**config.mk**
```make
export PLATFORM = sky130hd
export DESIGN_NAME = retire_core_top
export DESIGN_NICKNAME = d
export VERILOG_FILES = /design/src/hw/core_cfg_pkg.sv /design/src/hw/instr_types_pkg.sv /design/src/hw/id_tracker.sv /design/src/hw/issue_stage.sv /design/src/hw/alu_unit.sv /design/src/hw/mul_unit.sv /design/src/hw/write_back.sv /design/src/hw/reg_file.sv /design/src/hw/retire_core_top.sv
export SDC_FILE = /design/constraint.sdc
export NUM_CORES = 2
export LEC_CHECK = 0
export BUFFER_PORTS_ARGS = -buffer_cell sky130_fd_sc_hd__buf_2
export CELL_PAD_IN_SITES_DETAIL_PLACEMENT = 1
export CELL_PAD_IN_SITES_GLOBAL_PLACEMENT = 1
export CORE_MARGIN = 2
export CORE_UTILIZATION = 52
export DETAILED_ROUTE_END_ITERATION = 8
export PLACE_DENSITY = 0.82
export REMOVE_ABC_BUFFERS = 1
export SKIP_LAST_GASP = 1
export SYNTH_ARGS = -nofsm -noshare
export SYNTH_HDL_FRONTEND = slang
export SYNTH_SLANG_ARGS = --single-unit
```
**constraint.sdc**
```tcl
create_clock -name clk -period 11.3 [get_ports clk]
set_input_delay 0.565 -clock clk [delete_from_list [all_inputs] [get_ports clk]]
set_output_delay 0.565 -clock clk [all_outputs]
set_load 0.1 [all_outputs]
```
**src/hw/core_cfg_pkg.sv**
```systemverilog
// Core configuration
// Widths and counts that shape the shared instruction types
`default_nettype none

package core_cfg_pkg;

    // Datapath width
    localparam int XLEN = 32;

    // Instruction ID space, one commit buffer slot per ID
    localparam int ID_W    = 3;
    localparam int NUM_IDS = 2 ** ID_W;

    // Eight architectural registers, r0 hardwired to zero
    localparam int REG_ADDR_W = 3;

    // Sign-extended immediate
    localparam int IMM_W = 16;

endpackage

`default_nettype wire

```
**src/hw/instr_types_pkg.sv**
```systemverilog
// Instruction types
// Opcodes and the packed records passed between pipeline blocks
`default_nettype none

package instr_types_pkg;
    import core_cfg_pkg::*;

    typedef enum logic [2:0] {
        OP_ADD,
        OP_SUB,
        OP_AND,
        OP_OR,
        OP_XOR,
        OP_SLT,
        OP_ADDI,
        OP_MUL
    } op_t;

    // Instruction as it arrives on the input port
    typedef struct packed {
        op_t                   op;
        logic [REG_ADDR_W-1:0] rd;
        logic [REG_ADDR_W-1:0] rs1;
        logic [REG_ADDR_W-1:0] rs2;
        logic [IMM_W-1:0]      imm;
    } instr_t;

    // Operands resolved at issue, b already holds the immediate for ADDI
    typedef struct packed {
        op_t             op;
        logic [ID_W-1:0] id;
        logic [XLEN-1:0] a;
        logic [XLEN-1:0] b;
    } dispatch_t;

    // Tagged result from an execution unit
    typedef struct packed {
        logic            done;
        logic [ID_W-1:0] id;
        logic [XLEN-1:0] result;
    } unit_wb_t;

    // Retired instruction, also the register file write
    typedef struct packed {
        logic [ID_W-1:0]       id;
        logic [REG_ADDR_W-1:0] rd;
        logic [XLEN-1:0]       data;
    } retire_t;

endpackage

`default_nettype wire

```
**src/hw/id_tracker.sv**
```systemverilog
// Instruction ID tracker
// Hands out IDs in rotating order and frees them in the same order
`default_nettype none

module id_tracker import core_cfg_pkg::*; (
    input  logic            clk,
    input  logic            rst,
    input  logic            issued,
    input  logic            retired,
    output logic            id_available,
    output logic [ID_W-1:0] next_id,
    output logic [ID_W-1:0] oldest_id,
    output logic            empty
);

    // Extra bit tells a full pool from an empty one
    logic [ID_W:0] inflight;

    always_ff @(posedge clk) begin
        if (rst) begin
            next_id   <= '0;
            oldest_id <= '0;
            inflight  <= '0;
        end else begin
            // Head and tail wrap at NUM_IDS on their own
            if (issued)
                next_id <= next_id + ID_W'(1);
            if (retired)
                oldest_id <= oldest_id + ID_W'(1);
            inflight <= inflight + (ID_W+1)'(issued) - (ID_W+1)'(retired);
        end
    end

    // Slot reuse only after the previous owner of the ID has retired
    assign id_available = (inflight != (ID_W+1)'(NUM_IDS));
    assign empty        = (inflight == '0);

endmodule

`default_nettype wire

```
**src/hw/issue_stage.sv**
```systemverilog
// Issue stage
// Credit-fed instruction queue, operand hazard check with bypass,
// ID allocation and dispatch to the ALU or the multiplier
`default_nettype none

module issue_stage import core_cfg_pkg::*; import instr_types_pkg::*; #(
    parameter int IQ_DEPTH = 4
) (
    input  logic                  clk,
    input  logic                  rst,
    input  logic                  in_valid,
    input  instr_t                in_instr,
    output logic                  in_credit,
    input  logic                  id_available,
    input  logic [ID_W-1:0]       next_id,
    output logic                  issued,
    output logic [REG_ADDR_W-1:0] rs1_addr,
    output logic [REG_ADDR_W-1:0] rs2_addr,
    input  logic [XLEN-1:0]       rs1_reg,
    input  logic [XLEN-1:0]       rs2_reg,
    input  logic                  rs1_pending,
    input  logic                  rs2_pending,
    input  logic [ID_W-1:0]       rs1_writer,
    input  logic [ID_W-1:0]       rs2_writer,
    input  logic                  rs1_byp_valid,
    input  logic                  rs2_byp_valid,
    input  logic [XLEN-1:0]       rs1_byp_data,
    input  logic [XLEN-1:0]       rs2_byp_data,
    output dispatch_t             alu_disp,
    output dispatch_t             mul_disp,
    output logic                  alu_valid,
    output logic                  mul_valid,
    output logic [REG_ADDR_W-1:0] claim_rd
);

    localparam int PTR_W = $clog2(IQ_DEPTH);
    localparam int CNT_W = $clog2(IQ_DEPTH + 1);

    instr_t           queue [IQ_DEPTH];
    logic [PTR_W-1:0] wr_ptr;
    logic [PTR_W-1:0] rd_ptr;
    logic [CNT_W-1:0] count;
    instr_t           head;
    logic             uses_rs2;
    logic             rs1_ready;
    logic             rs2_ready;
    logic             fire;
    logic [XLEN-1:0]  op_a;
    logic [XLEN-1:0]  op_b;

    function automatic logic [PTR_W-1:0] ptr_inc(input logic [PTR_W-1:0] ptr);
        return (ptr == PTR_W'(IQ_DEPTH - 1)) ? '0 : ptr + PTR_W'(1);
    endfunction

    ////////////////////////////////////////////////////////////
    // Instruction queue
    // Sender holds a credit per free entry, so no full check
    always_ff @(posedge clk) begin
        if (in_valid)
            queue[wr_ptr] <= in_instr;
    end

    always_ff @(posedge clk) begin
        if (rst) begin
            wr_ptr <= '0;
            rd_ptr <= '0;
            count  <= '0;
        end else begin
            if (in_valid)
                wr_ptr <= ptr_inc(wr_ptr);
            if (fire)
                rd_ptr <= ptr_inc(rd_ptr);
            count <= count + CNT_W'(in_valid) - CNT_W'(fire);
        end
    end

    ////////////////////////////////////////////////////////////
    // Operand hazard check on the queue head
    assign head     = queue[rd_ptr];
    assign rs1_addr = head.rs1;
    assign rs2_addr = head.rs2;
    assign uses_rs2 = (head.op != OP_ADDI);

    // A pending source is usable once its writer sits in the commit buffer
    assign rs1_ready = !rs1_pending || rs1_byp_valid;
    assign rs2_ready = !uses_rs2 || !rs2_pending || rs2_byp_valid;
    assign fire      = (count != '0) && id_available && rs1_ready && rs2_ready;

    // Operand select: register file value or buffered result
    assign op_a = rs1_pending ? rs1_byp_data : rs1_reg;

    always_comb begin
        if (!uses_rs2)
            op_b = {{(XLEN-IMM_W){head.imm[IMM_W-1]}}, head.imm};
        else if (rs2_pending)
            op_b = rs2_byp_data;
        else
            op_b = rs2_reg;
    end

    ////////////////////////////////////////////////////////////
    // Dispatch and ID allocation
    assign alu_disp  = '{op: head.op, id: next_id, a: op_a, b: op_b};
    assign mul_disp  = alu_disp;
    assign alu_valid = fire && (head.op != OP_MUL);
    assign mul_valid = fire && (head.op == OP_MUL);

    // Same pulse frees a queue entry and claims the ID
    assign issued    = fire;
    assign in_credit = fire;
    assign claim_rd  = head.rd;

endmodule

`default_nettype wire

```
**src/hw/alu_unit.sv**
```systemverilog
// Integer ALU
// Single-cycle add, subtract, logic ops and signed compare
`default_nettype none

module alu_unit import core_cfg_pkg::*; import instr_types_pkg::*; (
    input  logic      clk,
    input  logic      rst,
    input  dispatch_t disp,
    input  logic      valid,
    output unit_wb_t  wb
);

    logic [XLEN-1:0] result;

    always_comb begin
        case (disp.op)
            // ADDI arrives with the immediate already in b
            OP_ADD, OP_ADDI: result = disp.a + disp.b;
            OP_SUB:          result = disp.a - disp.b;
            OP_AND:          result = disp.a & disp.b;
            OP_OR:           result = disp.a | disp.b;
            OP_XOR:          result = disp.a ^ disp.b;
            // Signed compare, 0 or 1
            OP_SLT:          result = XLEN'($signed(disp.a) < $signed(disp.b));
            default:         result = '0;
        endcase
    end

    // Result tagged with its ID, one cycle after dispatch
    always_ff @(posedge clk) begin
        wb.id     <= disp.id;
        wb.result <= result;
        if (rst)
            wb.done <= 1'b0;
        else
            wb.done <= valid;
    end

endmodule

`default_nettype wire

```
**src/hw/mul_unit.sv**
```systemverilog
// Pipelined multiplier
// Low XLEN bits of the product, MUL_LATENCY cycles after dispatch,
// one new operation accepted per cycle
`default_nettype none

module mul_unit import core_cfg_pkg::*; import instr_types_pkg::*; #(
    parameter int MUL_LATENCY = 3
) (
    input  logic      clk,
    input  logic      rst,
    input  dispatch_t disp,
    input  logic      valid,
    output unit_wb_t  wb
);

    logic            stage_valid [MUL_LATENCY];
    logic [ID_W-1:0] stage_id    [MUL_LATENCY];
    logic [XLEN-1:0] stage_prod  [MUL_LATENCY];
    logic [XLEN-1:0] product;

    assign product = disp.a * disp.b;

    // Payload shift, each stage holds its own operation
    always_ff @(posedge clk) begin
        stage_id[0]   <= disp.id;
        stage_prod[0] <= product;
        for (int i = 1; i < MUL_LATENCY; i++) begin
            stage_id[i]   <= stage_id[i-1];
            stage_prod[i] <= stage_prod[i-1];
        end
    end

    // Valid bits travel alongside
    always_ff @(posedge clk) begin
        if (rst) begin
            for (int i = 0; i < MUL_LATENCY; i++)
                stage_valid[i] <= 1'b0;
        end else begin
            stage_valid[0] <= valid;
            for (int i = 1; i < MUL_LATENCY; i++)
                stage_valid[i] <= stage_valid[i-1];
        end
    end

    assign wb.done   = stage_valid[MUL_LATENCY-1];
    assign wb.id     = stage_id[MUL_LATENCY-1];
    assign wb.result = stage_prod[MUL_LATENCY-1];

endmodule

`default_nettype wire

```
**src/hw/write_back.sv**
```systemverilog
// Write-back and commit buffer
// Collects unit results by ID in any order, retires oldest first
// under retire credits and serves operand bypass to issue
`default_nettype none

module write_back import core_cfg_pkg::*; import instr_types_pkg::*; (
    input  logic                  clk,
    input  logic                  rst,
    input  unit_wb_t              alu_wb,
    input  unit_wb_t              mul_wb,
    input  logic                  issued,
    input  logic [ID_W-1:0]       issue_id,
    input  logic [REG_ADDR_W-1:0] issue_rd,
    input  logic [ID_W-1:0]       oldest_id,
    output logic                  retired,
    input  logic [ID_W-1:0]       rs1_id,
    input  logic [ID_W-1:0]       rs2_id,
    output logic                  rs1_byp_valid,
    output logic                  rs2_byp_valid,
    output logic [XLEN-1:0]       rs1_byp_data,
    output logic [XLEN-1:0]       rs2_byp_data,
    input  logic                  retire_credit,
    output logic                  retire_valid,
    output retire_t               retire_data
);

    localparam int CREDIT_W = 8;

    logic [XLEN-1:0]       result_buf [NUM_IDS];
    logic [REG_ADDR_W-1:0] rd_meta    [NUM_IDS];
    logic [NUM_IDS-1:0]    pending;
    logic [NUM_IDS-1:0]    done_mask;
    logic [NUM_IDS-1:0]    retire_mask;
    logic [CREDIT_W-1:0]   credits;
    logic                  ready;

    ////////////////////////////////////////////////////////////
    // Commit buffer
    // Units never report the same ID in one cycle
    always_comb begin
        done_mask = '0;
        if (alu_wb.done)
            done_mask[alu_wb.id] = 1'b1;
        if (mul_wb.done)
            done_mask[mul_wb.id] = 1'b1;
    end

    always_ff @(posedge clk) begin
        if (alu_wb.done)
            result_buf[alu_wb.id] <= alu_wb.result;
        if (mul_wb.done)
            result_buf[mul_wb.id] <= mul_wb.result;
    end

    // Destination register per ID, stored at issue
    always_ff @(posedge clk) begin
        if (issued)
            rd_meta[issue_id] <= issue_rd;
    end

    ////////////////////////////////////////////////////////////
    // In-order retirement
    // Oldest ID goes once its result is buffered and a credit is held
    assign ready   = pending[oldest_id] && (credits != '0);
    assign retired = ready;

    always_comb begin
        retire_mask            = '0;
        retire_mask[oldest_id] = ready;
    end

    always_ff @(posedge clk) begin
        if (rst) begin
            pending      <= '0;
            credits      <= '0;
            retire_valid <= 1'b0;
        end else begin
            pending      <= (pending | done_mask) & ~retire_mask;
            credits      <= credits + CREDIT_W'(retire_credit) - CREDIT_W'(ready);
            retire_valid <= ready;
        end
    end

    always_ff @(posedge clk) begin
        retire_data <= '{id: oldest_id, rd: rd_meta[oldest_id], data: result_buf[oldest_id]};
    end

    ////////////////////////////////////////////////////////////
    // Operand bypass
    // Retiring ID still counts, the register file is written a cycle later
    assign rs1_byp_valid = pending[rs1_id] || (retire_valid && (retire_data.id == rs1_id));
    assign rs2_byp_valid = pending[rs2_id] || (retire_valid && (retire_data.id == rs2_id));
    assign rs1_byp_data  = result_buf[rs1_id];
    assign rs2_byp_data  = result_buf[rs2_id];

endmodule

`default_nettype wire

```
**src/hw/reg_file.sv**
```systemverilog
// Architectural register file
// Eight registers with r0 at zero, plus a pending bit and latest
// writer ID per register for issue hazard checks
`default_nettype none

module reg_file import core_cfg_pkg::*; import instr_types_pkg::*; (
    input  logic                  clk,
    input  logic                  rst,
    input  logic [REG_ADDR_W-1:0] rs1_addr,
    input  logic [REG_ADDR_W-1:0] rs2_addr,
    output logic [XLEN-1:0]       rs1_reg,
    output logic [XLEN-1:0]       rs2_reg,
    output logic                  rs1_pending,
    output logic                  rs2_pending,
    output logic [ID_W-1:0]       rs1_writer,
    output logic [ID_W-1:0]       rs2_writer,
    input  logic                  issued,
    input  logic [ID_W-1:0]       issue_id,
    input  logic [REG_ADDR_W-1:0] claim_rd,
    input  logic                  retire_valid,
    input  retire_t               retire_data
);

    localparam int NUM_REGS = 2 ** REG_ADDR_W;

    logic [XLEN-1:0]     regs   [NUM_REGS];
    logic [ID_W-1:0]     writer [NUM_REGS];
    logic [NUM_REGS-1:0] pending;
    logic                claim;
    logic                clear;

    // r0 never gets a writer
    assign claim = issued && (claim_rd != '0);

    // Only the latest writer releases the register
    assign clear = retire_valid && (writer[retire_data.rd] == retire_data.id);

    always_ff @(posedge clk) begin
        if (rst)
            regs <= '{default: '0};
        else if (retire_valid && (retire_data.rd != '0))
            regs[retire_data.rd] <= retire_data.data;
    end

    always_ff @(posedge clk) begin
        if (claim)
            writer[claim_rd] <= issue_id;
    end

    // New claim wins over a release in the same cycle
    always_ff @(posedge clk) begin
        if (rst) begin
            pending <= '0;
        end else begin
            if (clear)
                pending[retire_data.rd] <= 1'b0;
            if (claim)
                pending[claim_rd] <= 1'b1;
        end
    end

    assign rs1_reg     = (rs1_addr == '0) ? '0 : regs[rs1_addr];
    assign rs2_reg     = (rs2_addr == '0) ? '0 : regs[rs2_addr];
    assign rs1_pending = pending[rs1_addr];
    assign rs2_pending = pending[rs2_addr];
    assign rs1_writer  = writer[rs1_addr];
    assign rs2_writer  = writer[rs2_addr];

endmodule

`default_nettype wire

```
**src/hw/retire_core_top.sv**
```systemverilog
// Retire core top level
// In-order issue, out-of-order completion, in-order retirement,
// credit flow control on the instruction and retire ports
`default_nettype none

module retire_core_top import core_cfg_pkg::*; import instr_types_pkg::*; #(
    parameter int MUL_LATENCY = 3,
    parameter int IQ_DEPTH    = 4
) (
    input  logic    clk,
    input  logic    rst,
    input  logic    in_valid,
    input  instr_t  in_instr,
    output logic    in_credit,
    input  logic    retire_credit,
    output logic    retire_valid,
    output retire_t retire_data
);

    // ID allocation
    logic                  id_available;
    logic [ID_W-1:0]       next_id;
    logic [ID_W-1:0]       oldest_id;
    logic                  issued;
    logic                  retired;
    // Register lookup and bypass
    logic [REG_ADDR_W-1:0] rs1_addr;
    logic [REG_ADDR_W-1:0] rs2_addr;
    logic [XLEN-1:0]       rs1_reg;
    logic [XLEN-1:0]       rs2_reg;
    logic                  rs1_pending;
    logic                  rs2_pending;
    logic [ID_W-1:0]       rs1_writer;
    logic [ID_W-1:0]       rs2_writer;
    logic                  rs1_byp_valid;
    logic                  rs2_byp_valid;
    logic [XLEN-1:0]       rs1_byp_data;
    logic [XLEN-1:0]       rs2_byp_data;
    logic [REG_ADDR_W-1:0] claim_rd;
    // Units
    dispatch_t             alu_disp;
    dispatch_t             mul_disp;
    logic                  alu_valid;
    logic                  mul_valid;
    unit_wb_t              alu_wb;
    unit_wb_t              mul_wb;

    issue_stage #(.IQ_DEPTH(IQ_DEPTH)) u_issue (
        .clk, .rst, .in_valid, .in_instr, .in_credit,
        .id_available, .next_id, .issued,
        .rs1_addr, .rs2_addr, .rs1_reg, .rs2_reg,
        .rs1_pending, .rs2_pending, .rs1_writer, .rs2_writer,
        .rs1_byp_valid, .rs2_byp_valid, .rs1_byp_data, .rs2_byp_data,
        .alu_disp, .mul_disp, .alu_valid, .mul_valid, .claim_rd
    );

    id_tracker u_ids (
        .clk, .rst, .issued, .retired,
        .id_available, .next_id, .oldest_id,
        .empty()
    );

    alu_unit u_alu (
        .clk, .rst, .disp(alu_disp), .valid(alu_valid), .wb(alu_wb)
    );

    mul_unit #(.MUL_LATENCY(MUL_LATENCY)) u_mul (
        .clk, .rst, .disp(mul_disp), .valid(mul_valid), .wb(mul_wb)
    );

    write_back u_wb (
        .clk, .rst, .alu_wb, .mul_wb,
        .issued, .issue_id(next_id), .issue_rd(claim_rd),
        .oldest_id, .retired,
        .rs1_id(rs1_writer), .rs2_id(rs2_writer),
        .rs1_byp_valid, .rs2_byp_valid, .rs1_byp_data, .rs2_byp_data,
        .retire_credit, .retire_valid, .retire_data
    );

    reg_file u_rf (
        .clk, .rst, .rs1_addr, .rs2_addr, .rs1_reg, .rs2_reg,
        .rs1_pending, .rs2_pending, .rs1_writer, .rs2_writer,
        .issued, .issue_id(next_id), .claim_rd,
        .retire_valid, .retire_data
    );

endmodule

`default_nettype wire

```
==> metrics <==
reg2reg setup slack between 0.15 and 0.2 ns; Rows 126; Startpoint Class flip-flop; largest cells by area after synthesis edfxtp_1 20%, dfxtp_1 14%, fa_1 13%, mux2_2 6.7%, mux4_2 6.6%; detailed placement HPWL roughly 170 mm; Port Buffers 71; Syn Inst Count 6174; Die Footprint ~120000 µm²; Antenna Nets Post-Route 0; sequential element share of the synthesized area 34.65%; EDFF count, synth 416; most common cell in the synthesized netlist nand2_1; crit-path most repeated cell xnor2_1; drc violations 0; setup ws final 0.1799 ns; first-pass GRT wire length ~360 mm; post-synthesis instance area approximately 62000 µm²; Pre-antenna DRT Iters 8; Chip Width between 300 and 400 µm; via count between 50k and 60k; Final Hold Fails 0; worst hold-check path type in2reg; critical path arrival approximately 12 ns; Die Ht between 300 and 400 µm; share of layout cells above drive strength 1 18.28%; initial antenna violation count 19; r2r endpoint u_mul.stage_prod[0][31]; clk_lat worst skew roughly 0.73 ns; FFs w/ async S/R, synth 0%; final setup fails 0; fmax 89.93 MHz; Max-Cap Viols 0; Routed WL per cell about 32 µm; status finished, final reports clean; I/O pins 72; post-synthesis cell type count 97; Final min period between 10 and 15 ns; total CTS buffers between 90 and 100; Via density approximately 6.7; Syn. warnings 0; Max clock buf depth 3; Synth area leader edfxtp_1; area growth from synthesis to layout 10.54%; grt total ovfl 0; Synth Flop Type dfxtp_1; CTS sink cnt 863; Initial Util 52.40%; initial DRC count around 6.1k; Reg2Reg Depth 35; Worst-path clk slew 0.06 ns; vias in the first global route roughly 55k; Worst Skew slightly below 0.05 ns; WS Path Type reg2reg; pins over their slew limit 0; fin crit share just under 100%; Total GRT Usage between 40% and 50%; dpl ws 0.1395 ns; Crit. End Element flip-flop; final WL roughly 250 mm; top cell type's share of synthesized area 20.19%; CTS tree yes; Placer Congestion between 0.9 and 1; largest net degree at the start of global routing 103; Yosys reg bits between 800 and 900; core area 118100 µm²; worst-path maximum fanout 46; Final Net Count between 6k and 7k; Slew @ Worst Pin approximately 1.3 ns; CTS H-tree depth 3; clock root cell clkbuf_16; slowest stage delay, CP approximately 0.67 ns; CP Capture Point u_mul.stage_prod[0][31]; CP Data Required Time approximately 12 ns; top cells by count, synth 977 x nand2_1, 579 x inv_1, 550 x nor2_1; Post-Syn Area per Cell ~10 µm²; slew margin rel. a little under a tenth; CP max stage cell mux4_4
logic make-up (layout without fill, tap and decap cells):
kind of cell | Yosys count | in the layout | share of synthesized area [%]
xor gates and xnor gates | 112 | 112 | 1.654
DFF | 863 | 863 | 34.65
buffers and inverters | 1002 | 1110 | 6.578
and+or+nand+nor | 1808 | 1808 | 11.97
AOI/OAI and AO/OA | 1046 | 1046 | 11.23
adders and majority gates | 662 | 662 | 18.38
other | 1 | 7 | 0.006060
muxes | 680 | 682 | 15.53
stage by stage:
step	instance area, µm²	hold WS, ns	TNS [ns]	instances	utilization (%)
2_1_floorplan	60060	0.3096	-30.58	5773	-
3_3_place_gp	64690	0.3114	0	7621	54.78
3_5_place_dp	64690	0.3135	0	7621	54.78
4_1_cts	68070	0.03259	0	7804	57.64
5_1_grt	68390	0.06795	-0.1041	7824	57.92
6_report	68400	0.05589	0	7826	57.92
worst min-delay path by stage:
stage | slack, ns | start | depth (start not counted) | endpoint
floorplan | 0.31 | u_mul.stage_id[0][3] | 0 | u_mul.stage_id[0][6]
global placement | 0.31 | u_mul.stage_prod[0][8] | 0 | u_mul.stage_prod[0][40]
detailed placement | 0.31 | u_mul.stage_prod[0][63] | 0 | u_mul.stage_prod[0][95]
CTS | 0.03 | in_instr[22] | 1 | u_issue.queue[0][22]
global route | 0.07 | in_instr[22] | 1 | u_issue.queue[1][22]
finish | 0.06 | in_instr[22] | 1 | u_issue.queue[3][22]
registers in the layout, summed over array words and instances, names as in the netlist, 24 cells and up, named ones only:
signal	count
u_wb.result_buf	256
u_rf.regs	224
u_issue.queue	112
u_mul.stage_prod	96
u_wb.retire_data	38
u_alu.wb	35
u_rf.writer	24
u_wb.rd_meta	24
routing by layer:
layer / vias up / track usage (%) / part of all wire (%)
met1: 26420 / 47.54 / 35
li1: 21270 / - / -
met3: 1011 / 9.607 / 10
met5: - / 0 / 0.032
met2: 3440 / 64.28 / 46
met4: 14 / 29.65 / 8.2
placed cells by master, fill, tap and decap left out, types with 19 or more instances in the layout:
cell type  netlist  layout
and2_1          82      82
clkbuf_16        0      97
buf_12           3      23
xor2_1          23      23
nor2_1         550     544
a221o_1         43      43
nand3_1         50      49
clkinv_1        11      19
a21o_1          26      26
a211oi_1       116     116
edfxtp_1       416     416
inv_1          579     576
mux2i_1        124     120
o21bai_1        30      28
a31oi_1         61      61
nor3_1          39      36
o211ai_1        34      34
a311oi_1        26      25
buf_4           11     230
mux4_2         181     178
a221oi_1        41      36
mux2_2         366     363
dfxtp_1        447     442
nor2b_1         34      32
xnor2_1         85      85
nand2_1        977     976
clkinv_2         0      20
a21oi_1        387     386
buf_2           82      70
fa_1           413     413
o21ai_0        135     127
ha_1           244     244
final cells by class:
cell class | count | area, µm²
fill | 12800 | 49680
multi-input combinational | 4313 | 36780
sequential | 863 | 21450
clock buffer | 125 | 2663
timing repair buffer | 328 | 2596
inverter | 599 | 2263
tap | 1536 | 1922
clock inverter | 58 | 713.2
antenna | 4 | 10.01
worst max-delay path: cells and delay by family, from the launching register on:
kind / cells / cell delay (ns)
AO/OA/AOI/OAI: 1 / 0.33
XOR/XNOR: 12 / 2.45
adder cells (fa/ha/maj): 8 / 3.89
buffers and inverters: 7 / 1.08
flip-flops: 1 / 0.62
multiplexers: 6 / 2.27
AND/OR/NAND/NOR: 1 / 0.26
repair_timing:
| item | in CTS | in global routing |
|---|---|---|
| gates resized for setup | 0 | 24 |
| endpoints found under the setup margin | 0 | 3 |
| hold buffers | 0 | 0 |
| setup buffers | 0 | 16 |
Power is left out: the tool's default activity adds up to more than one toggle a clock period on the data nets, which glitch-free logic cannot reach.
